File: src/msx_pkg.sv
`default_nettype none

package msx_pkg;

    // Bus widths
    localparam int addr_w      = 16;
    localparam int rom_addr_w  = 16;          // 2 bank bits + 14 offset bits
    localparam int sram_addr_w = 13;          // 8 KB window

    // Register offsets inside the 16 KB page
    localparam logic [13:0] reg_magic_lo  = 14'h1FFE;
    localparam logic [13:0] reg_magic_hi  = 14'h1FFF;
    localparam logic [13:0] reg_opll_addr = 14'h3FF4;
    localparam logic [13:0] reg_opll_data = 14'h3FF5;
    localparam logic [13:0] reg_ctrl      = 14'h3FF6;
    localparam logic [13:0] reg_bank      = 14'h3FF7;

    // Value that opens the battery SRAM window
    localparam logic [15:0] sram_magic = 16'h694D;

    // Control register, written as a byte and decoded by field
    typedef union packed {
        logic [7:0] raw;
        struct packed {
            logic [2:0] rsvd_hi;    // Always zero
            logic       sram_lock;  // Freezes the magic registers
            logic [2:0] rsvd_lo;    // Always zero
            logic       fm_en;      // FM chip enable
        } f;
    } fm_pac_ctrl_u;

endpackage

`default_nettype wire
File: src/fm_pac_mapper.sv
`timescale 1ns/10ps
`default_nettype none

module fm_pac_mapper import msx_pkg::*; #(
    parameter int num_carts = 2,
    parameter int sel_w     = (num_carts > 1) ? $clog2(num_carts) : 1
) (
    input  wire logic                   clock_bus,
    input  wire logic                   rst_n,
    input  wire logic [sel_w-1:0]       cart_sel,
    input  wire logic [addr_w-1:0]      addr,
    input  wire logic [7:0]             wdata,
    input  wire logic                   mreq,
    input  wire logic                   rd,
    input  wire logic                   wr,
    output logic                        sram_cs,
    output logic                        sram_we,
    output logic [sram_addr_w-1:0]      sram_addr,
    output logic                        rom_cs,
    output logic [rom_addr_w-1:0]       rom_addr,
    output logic                        reg_hit,
    output logic [7:0]                  reg_rdata,
    output logic                        opll_wr,
    output logic                        opll_is_data,
    output logic [7:0]                  opll_wdata,
    output logic                        fm_enable
);

    localparam int         page_w    = 14;
    localparam int         bank_w    = rom_addr_w - page_w;
    localparam logic [7:0] ctrl_mask = 8'h11;   // Only fm_en and sram_lock are kept

    fm_pac_ctrl_u       ctrl_q   [num_carts];
    logic [bank_w-1:0]  bank_q   [num_carts];
    logic [7:0]         magic_lo [num_carts];
    logic [7:0]         magic_hi [num_carts];

    logic [page_w-1:0]  offset;
    logic               cpu_wr;
    logic               unlocked;
    logic               in_page1;
    fm_pac_ctrl_u       ctrl_new;

    assign offset   = addr[page_w-1:0];
    assign cpu_wr   = mreq && wr;
    assign in_page1 = (addr[addr_w-1:page_w] == 2'b01);
    assign unlocked = ({magic_hi[cart_sel], magic_lo[cart_sel]} == sram_magic);
    assign ctrl_new.raw = wdata & ctrl_mask;

    // Register file of the selected cartridge
    always_ff @(posedge clock_bus or negedge rst_n) begin
        if (!rst_n) begin
            for (int i = 0; i < num_carts; i++) begin
                ctrl_q[i]   <= '0;
                bank_q[i]   <= '0;
                magic_lo[i] <= '0;
                magic_hi[i] <= '0;
            end
        end else if (cpu_wr) begin
            case (offset)
                reg_magic_lo: begin
                    if (!ctrl_q[cart_sel].f.sram_lock)
                        magic_lo[cart_sel] <= wdata;
                end
                reg_magic_hi: begin
                    if (!ctrl_q[cart_sel].f.sram_lock)
                        magic_hi[cart_sel] <= wdata;
                end
                reg_ctrl: begin
                    ctrl_q[cart_sel] <= ctrl_new;
                    if (ctrl_new.f.sram_lock) begin   // Locking wipes the magic word
                        magic_lo[cart_sel] <= '0;
                        magic_hi[cart_sel] <= '0;
                    end
                end
                reg_bank: bank_q[cart_sel] <= wdata[bank_w-1:0];
                default: ;
            endcase
        end
    end

    // Memory selects
    assign sram_cs   = unlocked && (offset < reg_magic_lo) && mreq && (rd || wr);
    assign sram_we   = sram_cs && wr;
    assign sram_addr = addr[sram_addr_w-1:0];
    assign rom_cs    = mreq && rd && in_page1 && !sram_cs;
    assign rom_addr  = {bank_q[cart_sel], offset};

    // FM chip port writes go straight to the queue
    assign fm_enable    = ctrl_q[cart_sel].f.fm_en;
    assign opll_wr      = cpu_wr && fm_enable &&
                          ((offset == reg_opll_addr) || (offset == reg_opll_data));
    assign opll_is_data = addr[0];            // 0x3FF5 is the data port
    assign opll_wdata   = wdata;

    // Register readback
    always_comb begin
        reg_hit   = 1'b0;
        reg_rdata = 8'hFF;
        if (mreq && rd) begin
            case (offset)
                reg_ctrl: begin
                    reg_hit   = 1'b1;
                    reg_rdata = ctrl_q[cart_sel].raw;
                end
                reg_bank: begin
                    reg_hit   = 1'b1;
                    reg_rdata = {{(8 - bank_w){1'b0}}, bank_q[cart_sel]};
                end
                reg_magic_lo: begin
                    reg_hit   = unlocked;   // Magic bytes visible only while open
                    reg_rdata = magic_lo[cart_sel];
                end
                reg_magic_hi: begin
                    reg_hit   = unlocked;
                    reg_rdata = magic_hi[cart_sel];
                end
                default: ;
            endcase
        end
    end

    // A set lock bit keeps the magic word cleared
    a_lock_clears_magic: assert property (@(posedge clock_bus) disable iff (!rst_n)
        ctrl_q[cart_sel].f.sram_lock |->
            ({magic_hi[cart_sel], magic_lo[cart_sel]} == 16'h0000));

endmodule

`default_nettype wire

File: config.mk
export PLATFORM = sky130hd
export DESIGN_NAME = fm_pac_mapper
export DESIGN_NICKNAME = d
export VERILOG_FILES = /design/src/msx_pkg.sv /design/src/fm_pac_mapper.sv
export SDC_FILE = /design/constraint.sdc
export NUM_CORES = 1
export LEC_CHECK = 0
export BUFFER_PORTS_ARGS = -buffer_cell sky130_fd_sc_hd__buf_2
export CORE_MARGIN = 3
export CORE_UTILIZATION = 50
export CTS_CLUSTER_DIAMETER = 50
export DETAILED_ROUTE_END_ITERATION = 7
export PLACE_DENSITY = 0.79
export SLEW_MARGIN = 10
export SYNTH_ARGS = -nofsm -noshare
export SYNTH_HDL_FRONTEND = slang
export SYNTH_SLANG_ARGS = --single-unit
File: constraint.sdc
create_clock -name clock_bus -period 1.9 [get_ports clock_bus]
set_input_delay 0.285 -clock clock_bus [delete_from_list [all_inputs] [get_ports clock_bus]]
set_output_delay 0.285 -clock clock_bus [all_outputs]
set_load 0.01 [all_outputs]
==> results.yml <==
run_status:
  status: "finished with violations"
  violations: "negative setup slack"
worst_setup_path:
  setup.worst_path.class: "reg -> out"
  endpoint_kind: "output pin"
  cp.required_ns: 1.62
  path_max_fanout: 3
  cp-start-kind: "flip-flop"
  crit_arrival_ns: 1.72
placed_design:
  hpwlAfterDp_um: 4900
  portBuffers: 81
  gp_congestion: 0.904
yosys:
  ys.flop_type: "dfrtp_1"
  avgSynthCellArea_um2: 11.0
  synth_edf_count: 0
  synth_area_leader_cell: "dfrtp_1"
  syn_nets: 259
  seq_area_frac_synth: 0.399
  ys_ff_latch: 40
  synthArstFlopShare: 1.00
  yosys_warnings: 0
  synth_cell_types: 41
  synth_top_area_share: 0.399
  synth.top_cells.by_area: "dfrtp_1, buf_4, a22o_1"
  synth_cells: 229
  netlist_area_um2: 2510
clock_tree:
  tritoncts: "done"
  numClockSinks: 40
  path_clk_slew_ns: 0.08
  clock_latency_ns: 0.30
  cts_buffer_depth: 2
  cts_max_level: 2
  numCtsBuffers: 5
  root_buffer: "clkbuf_8"
detailed_routing:
  drt_first_pass_iters: 4
  met3_length_um: 522
  wl_per_cell_um: 17.9
  ant_nets: 0
  highest_layer: "met4"
  route.met2.wl_um: 3390
  wl_um: 6860
  vias_per_cell: 5.88
  dr_total_vias: 2258
  drt_iter0_markers: 149
  met1_length_um: 2800
  drc_errors: 0
power:
  switching_power_mw: 0.438
  internal-power_mw: 1.38
  p_comb_frac: 0.129
  clkPwrFrac: 0.403
  power_frac_seq: 0.468
  p_sw_frac: 0.241
  ir_drop_mv: 0.423
  p_per_area_nw_per_um2: 545
  p_leak_nw: 1.56
grt:
  grt_pass1_wl_um: 11200
  antenna_found_initial: 0
  grt_pass1_vias: 2263
  grt_max_degree: 41
  track_usage: 0.236
  overflow: 0
timing:
  hold-worst-slack_ns: 0.267
  slew_violations: 0
  fmax_mhz: 498
  relSlewSlack: 0.670
  fin_tns_setup_ns: -0.344
  period_minus_slack_ns: 2.01
  fin_crit_sh: 1.06
  fin_ws_ns: -0.107
  rsz0062_at_grt: "true"
  setup_violations: 6
  max_slew.worst_pin.slew_ns: 0.493
  finalHoldViolations: 0
  skew_ns: 0.00714
layout:
  syn_to_final_growth_pct: 33.0
  final_cell_mix: "buf_2, dfrtp_1, buf_4"
  drive_gt1_frac: 0.555
  layout_commonest_cell: "buf_2"
  fin_nets: 346
  antenna_cells: 0
die:
  num_rows: 25
  coreArea_um2: 4790
  pin_count: 82
  dieArea_um2: 5900
  die_x_um: 76.8
  die_h_um: 76.8
  start_util: 0.524
flow_run:
  drv_cap: 0
worst_hold_path:
  hold_path.class: "in -> reg"
## repair_timing
item,CTS,global route
buffers inserted,5,1
hold buffers,1,0
gates cloned,1,0
pin swaps,16,8
hold endpoints to repair,40,0
setup endpoints to repair,10,12
gates resized for setup,24,16
## per-layer routing
layer	track usage	vias up
li1	-	1016
met3	0.0505	14
met1	0.309	1114
met2	0.387	114
met4	0.0779	0
met5	0	-
## cell usage after synthesis (all sizes together) (3+ instances only)
master and n:
nand3b 3, buf 43, nor2 7, inv 4, o211ai 7, mux2 17, nor3 3, nor2b 4
and2 3, nor4 6, a21oi 3, mux2i 4, a22o 32, nand3 14, dfrtp 40, a31oi 3
nand2 12, nand4 3
## power by group through the flow
| stage | logic, mW | registers [mW] | clock network, mW |
|---|---|---|---|
| 6_report | 0.234 | 0.851 | 0.733 |
| 5_1_grt | 0.254 | 0.851 | 0.781 |
| 4_1_cts | 0.227 | 0.851 | 0.747 |
| 3_5_place_dp | 0.209 | 0.868 | 0 |
| 3_3_place_gp | 0.207 | 0.868 | 0 |
| 2_1_floorplan | 0.124 | 0.868 | 0 |
## registers in the layout, summed over array words and instances, names as in the netlist
signal	cells
magic_hi	16
magic_lo	16
bank_q	4
ctrl_q	4
## cells by family (layout without fill, tap and decap cells)
| family | Yosys count | after routing | synth area share |
|---|---|---|---|
| compound gates | 54 | 54 | 0.181 |
| simple gates | 65 | 65 | 0.178 |
| buf+inv | 47 | 135 | 0.133 |
| mux | 23 | 23 | 0.110 |
| flops | 40 | 40 | 0.399 |
## area by class of cell
type	instances	area [µm²]
clock buffer	6	82.6
clock inverter	2	38.8
fill	343	1450
inverter	4	15.0
multi-input combinational	142	1290
sequential	40	1000
tap	67	83.8
timing repair buffer	123	822
## stage by stage
step	util	cells	area (µm²)	setup slack (ns)	power (mW)
after global routing	0.697	384	3340	-0.168	1.89
final	0.697	384	3340	-0.107	1.82
after detailed placement	0.620	369	2970	-0.0855	1.08
after CTS	0.684	384	3280	-0.131	1.82
after global placement	0.620	369	2970	-0.0413	1.07
after floorplan	-	229	2510	0.0361	0.992
## path summary, 6_finish.rpt
path	endpoint	from	slack, ns	depth (start not counted)
max in group asynchronous	magic_lo[4]	rst_n	1.22	3
max	rom_cs	magic_lo[9]	-0.11	6
max reg2reg	magic_lo[0]	ctrl_q[4]	0.51	3
min in group asynchronous	magic_hi[2]	rst_n	0.48	3
min reg2reg	magic_hi[6]	magic_hi[6]	0.51	1
min	magic_hi[5]	wdata[5]	0.27	2
## critical path, stage by stage (launching register included)
cell      delay (ns)
dfrtp_1         0.42
nor4_2          0.30
nand3b_1        0.14
a21oi_2         0.21
nand3_2         0.10
nor4bb_1        0.14
buf_2           0.13
Power figures use the tool's default switching activity.
