[src/opll_write_queue.sv]
`timescale 1ns/10ps
`default_nettype none

module opll_write_queue #(
    parameter int queue_depth = 4
) (
    input  wire logic       clock_bus,
    input  wire logic       rst_n,
    input  wire logic       opll_wr,
    input  wire logic       opll_is_data,
    input  wire logic [7:0] opll_wdata,
    input  wire logic       opll_ready,
    output logic            opll_valid,
    output logic            opll_is_data_out,
    output logic [7:0]      opll_data,
    output logic            opll_overflow
);

    localparam int ptr_w = (queue_depth > 1) ? $clog2(queue_depth) : 1;
    localparam int cnt_w = $clog2(queue_depth + 1);

    logic [7:0]       data_mem    [queue_depth];
    logic             is_data_mem [queue_depth];
    logic [ptr_w-1:0] wr_ptr;
    logic [ptr_w-1:0] rd_ptr;
    logic [cnt_w-1:0] count;
    logic             full;
    logic             push;
    logic             pop;

    function automatic logic [ptr_w-1:0] ptr_inc(input logic [ptr_w-1:0] p);
        if (p == ptr_w'(queue_depth - 1))
            return '0;
        return p + 1'b1;
    endfunction

    assign full       = (count == cnt_w'(queue_depth));
    assign opll_valid = (count != '0);
    assign push       = opll_wr && !full;      // A full queue drops the write
    assign pop        = opll_valid && opll_ready;

    always_ff @(posedge clock_bus or negedge rst_n) begin
        if (!rst_n) begin
            wr_ptr        <= '0;
            rd_ptr        <= '0;
            count         <= '0;
            opll_overflow <= 1'b0;
        end else begin
            if (push)
                wr_ptr <= ptr_inc(wr_ptr);
            if (pop)
                rd_ptr <= ptr_inc(rd_ptr);
            case ({push, pop})
                2'b10:   count <= count + 1'b1;
                2'b01:   count <= count - 1'b1;
                default: ;
            endcase
            if (opll_wr && full)
                opll_overflow <= 1'b1;          // Sticky until reset
        end
    end

    always_ff @(posedge clock_bus) begin
        if (push) begin
            data_mem[wr_ptr]    <= opll_wdata;
            is_data_mem[wr_ptr] <= opll_is_data;
        end
    end

    assign opll_data        = data_mem[rd_ptr];
    assign opll_is_data_out = is_data_mem[rd_ptr];

    a_hold_stable: assert property (@(posedge clock_bus) disable iff (!rst_n)
        opll_valid && !opll_ready |=>
            opll_valid && $stable(opll_data) && $stable(opll_is_data_out));

    a_count_max: assert property (@(posedge clock_bus) disable iff (!rst_n)
        count <= cnt_w'(queue_depth));

endmodule

`default_nettype wire

[config.mk]
export PLATFORM = sky130hd
export DESIGN_NAME = opll_write_queue
export DESIGN_NICKNAME = d
export VERILOG_FILES = /design/src/opll_write_queue.sv
export SDC_FILE = /design/constraint.sdc
export NUM_CORES = 1
export LEC_CHECK = 0
export BUFFER_PORTS_ARGS = -buffer_cell sky130_fd_sc_hd__buf_4
export CELL_PAD_IN_SITES_DETAIL_PLACEMENT = 1
export CELL_PAD_IN_SITES_GLOBAL_PLACEMENT = 1
export CORE_ASPECT_RATIO = 1.75
export CORE_MARGIN = 3
export CORE_UTILIZATION = 52
export DETAILED_ROUTE_END_ITERATION = 10
export PLACE_DENSITY_LB_ADDON = 0.3
export RECOVER_POWER = 50
export SETUP_SLACK_MARGIN = 0.05
export SLEW_MARGIN = 20
export SYNTH_ARGS = -nofsm -noshare
export SYNTH_HDL_FRONTEND = slang
export SYNTH_SLANG_ARGS = --single-unit
[constraint.sdc]
create_clock -name clock_bus -period 5 [get_ports clock_bus]
set_input_delay 0.25 -clock clock_bus [delete_from_list [all_inputs] [get_ports clock_bus]]
set_output_delay 0.25 -clock clock_bus [all_outputs]
set_load 0.005 [all_outputs]
==> results of run 1 <==
[stage by stage]
| step | power [mW] | setup WS (ns) |
|---|---|---|
| 2_1_floorplan | 0.814 | 3.22 |
| 3_3_place_gp | 0.944 | 3.18 |
| 3_5_place_dp | 0.987 | 3.07 |
| 4_1_cts | 1.30 | 2.82 |
| 5_1_grt | 1.35 | 2.58 |
| 6_report | 1.27 | 2.86 |
[layout by cell type (no fill, tap or decap), types with 4 or more instances in the layout]
cell type,n
sky130_fd_sc_hd__ha_1,6
sky130_fd_sc_hd__dfrtp_1,8
sky130_fd_sc_hd__nor2_1,4
sky130_fd_sc_hd__mux4_2,7
sky130_fd_sc_hd__clkbuf_1,11
sky130_fd_sc_hd__clkbuf_8,5
sky130_fd_sc_hd__and2_1,4
sky130_fd_sc_hd__buf_4,12
sky130_fd_sc_hd__inv_1,7
sky130_fd_sc_hd__edfxtp_1,36
[worst register-to-register path: cells and delay by family, from the launching register on]
| family | cells | cell delay (ns) |
|---|---|---|
| compound gates | 1 | 0.61 |
| fa+ha+maj | 2 | 0.67 |
| mux | 1 | 0.14 |
| buf+inv | 2 | 0.19 |
| flops | 1 | 0.40 |
| simple gates | 1 | 0.07 |
[layer usage]
metal,global-route usage (%),vias to the layer above,routed length [µm]
li1,-,395,-
met1,20.4,455,1160
met2,31.4,20,1900
met3,4.83,5,129
met4,8.82,0,63
met5,0,-,0
[sequential cells by signal (all words and copies together) (netlist names)]
signal and flops:
count 3, data_mem 32, is_data_mem 4, opll_overflow 1
rd_ptr 2, wr_ptr 2
[worst max-delay path by stage]
stage / startpoint / to / slack [ns] / cells after the start
3_3_place_gp: count[0] / count[2] / 3.18 / 9
3_5_place_dp: count[0] / count[2] / 3.07 / 9
4_1_cts: rd_ptr[0] / opll_data[7] / 2.82 / 2
2_1_floorplan: count[0] / count[2] / 3.22 / 9
5_1_grt: count[0] / count[2] / 2.58 / 9
6_report: count[0] / count[1] / 2.86 / 7
[area by class of cell]
type                            count  area share (%)
Clock buffer                        6            3.44
Tap cell                           43            2.55
Sequential cell                    44            60.8
Multi-Input combinational cell     36            22.2
Clock inverter                      2            2.85
Inverter                            7            1.25
Timing Repair Buffer               24            6.89
[kinds of logic after synthesis]
kind of cell / Yosys count / share of synthesized area [%]
AOI/OAI and AO/OA: 2 / 1.11
and+or+nand+nor: 10 / 3.47
adders and majority gates: 7 / 5.28
xor gates and xnor gates: 3 / 1.46
muxes: 14 / 15.1
DFF: 44 / 71.2
buffers and inverters: 9 / 2.36
[power by group through the flow]
stage	logic [mW]	registers (mW)	clock network, mW
2_1_floorplan	0.278	0.537	0
3_3_place_gp	0.365	0.578	0
3_5_place_dp	0.397	0.590	0
4_1_cts	0.401	0.583	0.321
5_1_grt	0.422	0.594	0.334
6_report	0.380	0.578	0.312
==> summary.log, run 1 <==
qor: sta.finalCriticalPeriod 2.14 ns
qor: synthesis.synthesis.nets 109
qor: synthesis.ys_ff_latch 44
qor: final_layout.multiInputGateArea 468 µm²
qor: critical_path.crit_path_max_incr_delay 0.61 ns
qor: routing.routed_via_density 5.40
qor: clock_tree.htree_num_levels 2
qor: critical_path.timing.critical_path.cells nor2_1, a21boi_0, inv_1, ha_1, inv_1, fa_1, mux2i_1
qor: clock_tree.clock_sinks 44
qor: synthesis.seq_area_frac_synth 71.2%
qor: clock_tree.post_cts_buffers 0
qor: floorplanning.floorplan.initialDensity 55.5%
qor: run.drv_cap 0
qor: grt.maximum_number_of_pins_on_one_net_before_global_route_repair 15
qor: synthesis.synth_flop_type sky130_fd_sc_hd__edfxtp_1
qor: sta.fmax 467 MHz
qor: grt.gr-total-overflow 0
qor: routing.total_wire_length_after_detailed_routing 3.25 mm
qor: synthesis.synth_warnings 0
qor: sta.hold_viol 0
qor: critical_path.worst-path-buf-inv 2
qor: routing.route.antenna.remaining_nets 0
qor: synthesis.mappedNetlistArea 0.00180 mm²
qor: pwr.netSwitchingPower 353 µW
qor: critical_path.timing.reg2reg.setup_slack 2.86 ns
qor: clock_tree.clock_path_buffers 2
qor: floorplanning.dieArea 0.00423 mm²
qor: pwr.leakage 0.791 nW
qor: final_layout.area_growth 17.0%
qor: clock_tree.cts_tree done
qor: final_layout.final_core_util 65.0%
qor: clock_tree.clock_insertion_delay_worst_skew 0.29 ns
qor: sta.report.final.slew_viol_count 0
qor: synthesis.synth_edf_count 36
qor: clock_tree.ctsRootBufferMaster sky130_fd_sc_hd__clkbuf_8
qor: critical_path.timing.setup.critical_path_class flip-flop to flip-flop
qor: final_layout.antenna-diode-count 0
qor: synthesis.post_synth.cell_area_avg 20.2 µm²
qor: final_layout.layout.cells.non_filler 162
qor: routing.detailedRoute.firstIterationViolations 10
qor: synthesis.netlist_top_cells_area sky130_fd_sc_hd__edfxtp_1 60%, sky130_fd_sc_hd__dfrtp_1 11%, sky130_fd_sc_hd__mux4_2 8.8%
qor: synthesis.post_synth_inst_count 89
qor: pwr.peakVddDrop 0.000414 V
qor: critical_path.worstRegToRegCells 7
qor: synthesis.synth.cells.most_frequent 36 x sky130_fd_sc_hd__edfxtp_1, 8 x sky130_fd_sc_hd__dfrtp_1, 7 x sky130_fd_sc_hd__inv_1, 7 x sky130_fd_sc_hd__mux4_2, 6 x sky130_fd_sc_hd__ha_1
qor: min_path.hold_path.startpoint opll_wdata[0]
qor: sta.setup_tns 0 ns
qor: sta.rsz0062_at_grt no
qor: critical_path.critical_path.max_fanout 7
qor: critical_path.timing.critical_path.required 5.21 ns
qor: sta.slew_headroom 49.5%
qor: final_layout.design.final.nets 138
qor: grt.number_of_antenna_violations_at_the_first_check_in_global_routing 0
qor: floorplanning.core 0.00324 mm²
qor: min_path.whs_endpoint data_mem[1][0]
qor: critical_path.crit-reg2reg-capture count[1]
qor: critical_path.critPathTopFamily adder cells
qor: clock_tree.cts.hold.buffers_added 1
qor: sta.fin_crit_sh 42.9%
qor: critical_path.critical-path-slowest-cell sky130_fd_sc_hd__a21boi_0
qor: final_layout.fin_area 0.00211 mm²
qor: grt.global_route.usage.total 18.3%
qor: synthesis.netlist-cell-type-count 20
qor: critical_path.cpMostUsedCell sky130_fd_sc_hd__inv_1
qor: sta.worst_margin_slew 0.751 ns
qor: final_layout.area.sequential 0.00128 mm²
qor: grt.grt_pass1_vias 971
qor: routing.via_count 875
qor: floorplanning.io_pins 24
qor: routing.drtPass1Iterations 4
qor: placed_design.place.gp.congestion 0.642
qor: routing.routedWlPerCell 20.1 µm
qor: min_path.worstHoldPathType primary input to flip-flop
qor: critical_path.critPathCaptureType flip-flop
qor: floorplanning.fp.dieH 83.8 µm
qor: critical_path.critPathArrivalTime 2.36 ns
qor: pwr.power.combinational.fraction 29.9%
qor: pwr.clockPowerShare 24.6%
qor: grt.global_route_wire_length_before_repair 5.31 mm
qor: final_layout.num-fill-cells 297
qor: placed_design.placed_cell_area 0.00201 mm²
qor: clock_tree.clk_pin_slew 0.08 ns
qor: final_layout.ratio_of_cells_with_drive_above_1_in_the_final_layout 27.7%
qor: floorplanning.fp-row-count 27
qor: sta.fin_hold_ws 0.207 ns
qor: pwr.pwr_density_cell 603 mW/mm²
qor: clock_tree.postCtsResizedCells 0
qor: clock_tree.cts_buffer_count 5
qor: placed_design.post-place-cells 153
qor: min_path.worst_hold_path.num_cells 1
qor: synthesis.yosys_top_cell_by_area sky130_fd_sc_hd__edfxtp_1
qor: placed_design.port-buffer-count 23
qor: pwr.switching_share_of_power 27.8%
qor: sta.clock_skews 0.00706 ns
qor: critical_path.startpoint_type flip-flop
qor: synthesis.post-synth-top-count-cell sky130_fd_sc_hd__edfxtp_1
qor: routing.post-route-drc-count 0
qor: floorplanning.floorplan.die.width 50.5 µm
qor: pwr.internal-power 917 µW
qor: critical_path.crit-reg2reg-launch count[0]
qor: synthesis.synth_top_area_share 60.0%
qor: placed_design.dp_hpwl 2.36 mm
qor: sta.finalSetupViolations 0
qor: run_status.status finished, final reports clean
qor: pwr.p_seq_share 45.5%
qor: synthesis.synthArstFlopShare 18.2%
(Power assumes the default switching activity.)
==> run 2: changes to the inputs <==
--- a/config.mk
+++ b/config.mk
@@ -10,7 +10,7 @@
 export CELL_PAD_IN_SITES_GLOBAL_PLACEMENT = 1
 export CORE_ASPECT_RATIO = 1.75
 export CORE_MARGIN = 3
-export CORE_UTILIZATION = 52
+export CORE_UTILIZATION = 48
 export DETAILED_ROUTE_END_ITERATION = 10
 export PLACE_DENSITY_LB_ADDON = 0.3
 export RECOVER_POWER = 50
==> constraint.sdc (replaced) <==
create_clock -name clock_bus -period 2.2 [get_ports clock_bus]
set_input_delay 0.11 -clock clock_bus [delete_from_list [all_inputs] [get_ports clock_bus]]
set_output_delay 0.11 -clock clock_bus [all_outputs]
set_load 0.005 [all_outputs]
==> run 2 against run 1 <==
  * Sequential share of layout area rose by 0.47 points
  * Flip-flop and latch count did not move
  * Critical path type unchanged
  * Wire length shrank 7.4%
  * Critical endpoint is now count[2]
  * Clock skew is essentially flat
  * Clock-buffer cell count unchanged
  * Non-clock buffer count is the same
  * Hold slack worse by 0.13 ns
  * Highest routed layer unchanged
  * Final area fell by 0.77%
  * Cell count is 1.2% higher
==> summary.log, run 2 (same netlist as run 1, synthesis figures left out) <==
qor: grt.maximum_number_of_pins_on_one_net_before_global_route_repair 14
qor: clock_tree.post_cts_buffers 0
qor: critical_path.startpoint_type flip-flop
qor: routing.total_wire_length_after_detailed_routing 3.01 mm
qor: final_layout.layout.cells.most_common sky130_fd_sc_hd__edfxtp_1
qor: grt.number_of_antenna_violations_at_the_first_check_in_global_routing 0
qor: critical_path.timing.critical_path.required 2.38 ns
qor: pwr.post-layout-total-power 2.77 mW
qor: pwr.p_seq_share 47.6%
qor: critical_path.critical_path.max_fanout 3
qor: routing.routedWlPerCell 18.4 µm
qor: sta.slew_headroom 57.1%
qor: final_layout.antenna-diode-count 0
qor: final_layout.ratio_of_cells_with_drive_above_1_in_the_final_layout 29.4%
qor: final_layout.final_cell_mix 36 x sky130_fd_sc_hd__edfxtp_1, 12 x sky130_fd_sc_hd__buf_4, 11 x sky130_fd_sc_hd__clkbuf_1
qor: clock_tree.ctsRootBufferMaster sky130_fd_sc_hd__clkbuf_8
qor: placed_design.dp_hpwl 2.19 mm
qor: clock_tree.clock_sinks 44
qor: pwr.peakVddDrop 0.000944 V
qor: clock_tree.clk_pin_slew 0.08 ns
qor: final_layout.fin_area 0.00209 mm²
qor: sta.fmax 495 MHz
qor: sta.finalCriticalPeriod 2.02 ns
qor: clock_tree.htree_num_levels 2
qor: sta.setup_slack 0.182 ns
qor: final_layout.area_growth 16.1%
qor: sta.clock_skews 0.00683 ns
qor: routing.detailedRoute.firstIterationViolations 7
qor: critical_path.crit-reg2reg-capture count[2]
qor: routing.routed_via_density 5.24
qor: pwr.power.combinational.fraction 31.2%
qor: floorplanning.floorplan.initialDensity 51.4%
qor: placed_design.port-buffer-count 23
qor: clock_tree.clock_insertion_delay_worst_skew 0.29 ns
qor: floorplanning.core 0.00350 mm²
qor: sta.fin_hold_ws 0.0755 ns
qor: floorplanning.dieArea 0.00455 mm²
qor: final_layout.top_register data_mem
qor: critical_path.critical-path-slowest-cell sky130_fd_sc_hd__or3_1
qor: grt.global_route.usage.total 15.7%
qor: critical_path.timing.critical_path.cells or3_1, nand2_4, inv_1, ha_1, inv_1, fa_1, xor2_1, nor2_1, xor2_1
qor: min_path.worstHoldPathType primary input to flip-flop
qor: sta.worst_margin_slew 0.643 ns
qor: run.drv_cap 0
qor: critical_path.crit-reg2reg-launch count[1]
qor: sta.finalSetupViolations 0
qor: sta.setup_tns 0 ns
qor: placed_design.place.gp.congestion 0.663
qor: placed_design.post-place-cells 155
qor: clock_tree.cts_tree done
qor: clock_tree.cts_buffer_count 5
qor: min_path.worst_hold_path.num_cells 2
qor: critical_path.critPathCaptureType flip-flop
qor: final_layout.largest_reg_flops 32
qor: routing.drtPass1Iterations 3
qor: placed_design.place_worst_setup_slack 0.163 ns
qor: pwr.clockPowerShare 21.2%
qor: pwr.internal-power 1.97 mW
qor: final_layout.design.final.nets 138
qor: critical_path.critPathArrivalTime 2.19 ns
qor: final_layout.area.sequential 0.00128 mm²
qor: final_layout.multiInputGateArea 474 µm²
qor: grt.gr-total-overflow 0
qor: routing.via_count 859
qor: min_path.hold_path.startpoint opll_wr
qor: sta.fin_crit_sh 91.7%
qor: pwr.pwr_density_cell 1320 mW/mm²
qor: pwr.switching_share_of_power 28.8%
qor: floorplanning.io_pins 24
qor: critical_path.crit_path_max_incr_delay 0.45 ns
qor: grt.global_route_wire_length_before_repair 4.81 mm
qor: routing.route.antenna.remaining_nets 0
qor: routing.post-route-drc-count 0
qor: critical_path.timing.reg2reg.setup_slack 0.18 ns
qor: sta.rsz0062_at_grt no
qor: final_layout.layout.cells.non_filler 164
qor: final_layout.final_core_util 59.7%
qor: clock_tree.clock_path_buffers 2
qor: placed_design.placed_cell_area 0.00201 mm²
qor: floorplanning.floorplan.die.width 52.3 µm
qor: floorplanning.fp.dieH 87.0 µm
qor: final_layout.num-fill-cells 358
qor: critical_path.worstRegToRegCells 9
qor: sta.report.final.slew_viol_count 0
qor: final_layout.largest_registers data_mem x32, is_data_mem x4, count x3
qor: sta.hold_viol 0
qor: run_status.status finished, final reports clean
qor: pwr.leakage 0.781 nW
qor: floorplanning.fp-row-count 28
qor: min_path.whs_endpoint opll_overflow
qor: grt.grt_pass1_vias 993
qor: critical_path.timing.setup.critical_path_class flip-flop to flip-flop
qor: pwr.netSwitchingPower 797 µW
-- run 2: changes by cell type in the layout (fill, tap and decap cells not counted), sizes merged --
cell	change
bufinv	-1
clkinv	+1
-- run 2: worst max-delay path by stage --
stage	slack [ns]	to	depth (start not counted)	startpoint
floorplan	0.42	count[2]	9	count[0]
global placement	0.38	count[1]	7	count[0]
detailed placement	0.16	count[2]	9	count[1]
CTS	0.15	count[2]	9	count[0]
global route	0.08	count[2]	9	count[1]
finish	0.18	count[2]	9	count[1]
-- run 2: area by class of cell --
| type | instances | share of cell area [%] |
|---|---|---|
| clock inverters | 2 | 1.68 |
| flip-flops and latches | 44 | 61.3 |
| repair buffers | 24 | 6.94 |
| multi-input cells | 36 | 22.7 |
| inverters | 7 | 1.26 |
| well taps | 45 | 2.69 |
| clock buffers | 6 | 3.47 |
-- run 2: power by group through the flow --
stage               clock network (mW)  logic (mW)  registers [mW]
floorplan                            0       0.631            1.22
global placement                     0       0.830            1.31
detailed placement                   0       0.898            1.34
CTS                              0.601       0.901            1.32
global route                     0.633       0.951            1.35
finish                           0.586       0.865            1.32
-- run 2: critical path, delay by kind of cell (launching register included) --
family / cells / cell delay [ns]
xor gates and xnor gates: 2 / 0.33
adders and majority gates: 2 / 0.40
buffers and inverters: 2 / 0.13
DFF: 1 / 0.41
and+or+nand+nor: 3 / 0.64
-- run 2: per-layer routing --
metal  part of all wire, %  track usage [%]
met5                     0                0
met4                   2.6             10.9
met3                   4.6             4.63
met2                    58             27.9
met1                    34             14.5
-- run 2: what timing repair did --
action,CTS,global route
setup endpoints to repair,0,1
gates resized for setup,0,1
hold buffers,1,0
endpoints found under the hold margin,8,0
==> run 3: changes to the inputs <==
==> constraint.sdc (replaced) <==
create_clock -name clock_bus -period 1.95 [get_ports clock_bus]
set_input_delay 0.0975 -clock clock_bus [delete_from_list [all_inputs] [get_ports clock_bus]]
set_output_delay 0.0975 -clock clock_bus [all_outputs]
set_load 0.005 [all_outputs]
==> run 3 against run 2 <==
  * Core utilization up 3.7 points
  * Flip-flop and latch count unchanged
  * Die area unchanged
  * Largest power group unchanged
==> summary.log, run 3 (same netlist as run 1, synthesis figures left out) <==
qor: pwr.pwr_density_cell 1420 mW/mm²
qor: final_layout.layout.cells.non_filler 178
qor: sta.fin_crit_sh 97.3%
qor: pwr.peakVddDrop 0.00102 V
qor: grt.gr-total-overflow 0
qor: sta.finalCriticalPeriod 1.90 ns
qor: placed_design.place_worst_setup_slack -0.0104 ns
qor: sta.fin_hold_ws 0.0447 ns
qor: critical_path.timing.critical_path.cells or3_4, nand2_4, inv_2, ha_4, inv_2, fa_2, xor2_1, nor2_1, xor2_1
qor: sta.rsz0062_at_grt yes
qor: pwr.post-layout-total-power 3.16 mW
qor: final_layout.ratio_of_cells_with_drive_above_1_in_the_final_layout 33.8%
qor: clock_tree.cts_tree done
qor: pwr.leakage 0.826 nW
qor: routing.post-route-drc-count 0
qor: placed_design.place.gp.congestion 0.627
qor: final_layout.final_cell_mix 36 x sky130_fd_sc_hd__edfxtp_1, 16 x sky130_fd_sc_hd__buf_4, 13 x sky130_fd_sc_hd__clkbuf_1
qor: routing.drtPass1Iterations 4
qor: placed_design.post-place-cells 156
qor: routing.detailedRoute.firstIterationViolations 24
qor: sta.setup_tns 0 ns
qor: floorplanning.floorplan.die.width 52.3 µm
qor: sta.report.final.slew_viol_count 0
qor: run_status.status finished, final reports clean
qor: sta.setup_slack 0.0529 ns
qor: final_layout.final_core_util 63.4%
qor: final_layout.fin_area 0.00222 mm²
qor: critical_path.critical_path.max_fanout 2
qor: placed_design.port-buffer-count 23
qor: clock_tree.ctsRootBufferMaster sky130_fd_sc_hd__clkbuf_8
qor: final_layout.layout.cells.most_common sky130_fd_sc_hd__edfxtp_1
qor: grt.global_route_wire_length_before_repair 5.18 mm
qor: critical_path.timing.reg2reg.setup_slack 0.05 ns
qor: clock_tree.cts_buffer_count 5
qor: run.drv_cap 0
qor: critical_path.crit_path_max_incr_delay 0.41 ns
qor: grt.global_route.usage.total 17.1%
qor: sta.hold_viol 0
qor: floorplanning.fp.dieH 87.0 µm
qor: final_layout.antenna-diode-count 0
qor: sta.worst_margin_slew 0.531 ns
qor: routing.routedWlPerCell 19.6 µm
qor: clock_tree.htree_num_levels 2
qor: grt.number_of_antenna_violations_at_the_first_check_in_global_routing 0
qor: clock_tree.clk_pin_slew 0.07 ns
qor: floorplanning.fp-row-count 28
qor: final_layout.largest_registers data_mem x32, is_data_mem x4, count x3
qor: sta.fmax 527 MHz
qor: final_layout.area_growth 23.3%
qor: routing.route.antenna.remaining_nets 0
qor: routing.total_wire_length_after_detailed_routing 3.49 mm
qor: routing.via_count 922
qor: grt.maximum_number_of_pins_on_one_net_before_global_route_repair 13
qor: clock_tree.clock_sinks 44
qor: sta.slew_headroom 64.6%
qor: critical_path.critical-path-slowest-cell sky130_fd_sc_hd__dfrtp_2
qor: critical_path.critPathCaptureType flip-flop
qor: floorplanning.io_pins 24
qor: floorplanning.core 0.00350 mm²
qor: floorplanning.dieArea 0.00455 mm²
qor: critical_path.timing.setup.critical_path_class flip-flop to flip-flop
qor: critical_path.startpoint_type flip-flop
qor: min_path.worstHoldPathType primary input to flip-flop
qor: critical_path.worst-path-buf-inv 2
qor: floorplanning.floorplan.initialDensity 51.4%
qor: sta.finalSetupViolations 0
qor: routing.routed_via_density 5.18
qor: final_layout.largest_reg_flops 32
qor: final_layout.top_register data_mem
qor: final_layout.design.final.nets 152
qor: critical_path.timing.critical_path.required 2.13 ns
qor: grt.grt_pass1_vias 1043
qor: clock_tree.clock_insertion_delay_worst_skew 0.30 ns
qor: critical_path.critPathArrivalTime 2.08 ns
qor: critical_path.critPathTopFamily simple AND/OR/NAND/NOR gates
qor: sta.clock_skews 0.00292 ns
qor: final_layout.num-fill-cells 321
qor: placed_design.placed_cell_area 0.00202 mm²
qor: clock_tree.clock_path_buffers 2
==> run 3: final cells by class <==
type	count	area, µm²	share of cell area (%)
sequential	44	1280	57.8
timing repair buffer	38	269	12.1
inverter	7	26.3	1.18
multi-input combinational	36	494	22.3
tap	45	56.3	2.54
clock buffer	8	90.1	4.06
==> run 3: path summary, 6_finish.rpt <==
path,endpoint,depth (start not counted),from
setup reg to reg,count[2],9,count[2]
hold reg to reg,opll_overflow,1,opll_overflow
max in group asynchronous,rd_ptr[0],2,rst_n
min in group asynchronous,count[2],2,rst_n
hold / removal,opll_overflow,2,opll_wr
setup / recovery,count[2],9,count[2]
==> run 3: report_power, final <==
part | internal (mW) | total (mW) | switching (mW)
Clock | 0.289 | 0.573 | 0.285
Sequential | 1.28 | 1.47 | 0.194
Combinational | 0.655 | 1.12 | 0.461
==> run 3: timing repair <==
| action | CTS | global route |
|---|---|---|
| hold endpoints to repair | 43 | 0 |
| gates resized for setup | 5 | 3 |
| buffers inserted | 4 | 0 |
| pin swaps | 3 | 4 |
| endpoints found under the setup margin | 8 | 1 |
| hold buffers | 10 | 0 |
==> run 3: routing by layer <==
layer	vias to the layer above	wire, µm	global-route usage (%)	part of all wire [%]
met3	11	140	5.32	4.0
li1	425	-	-	-
met1	463	1110	15.9	32
met5	-	0	0	0
met2	23	2100	31.3	60
met4	0	138	9.53	4.0
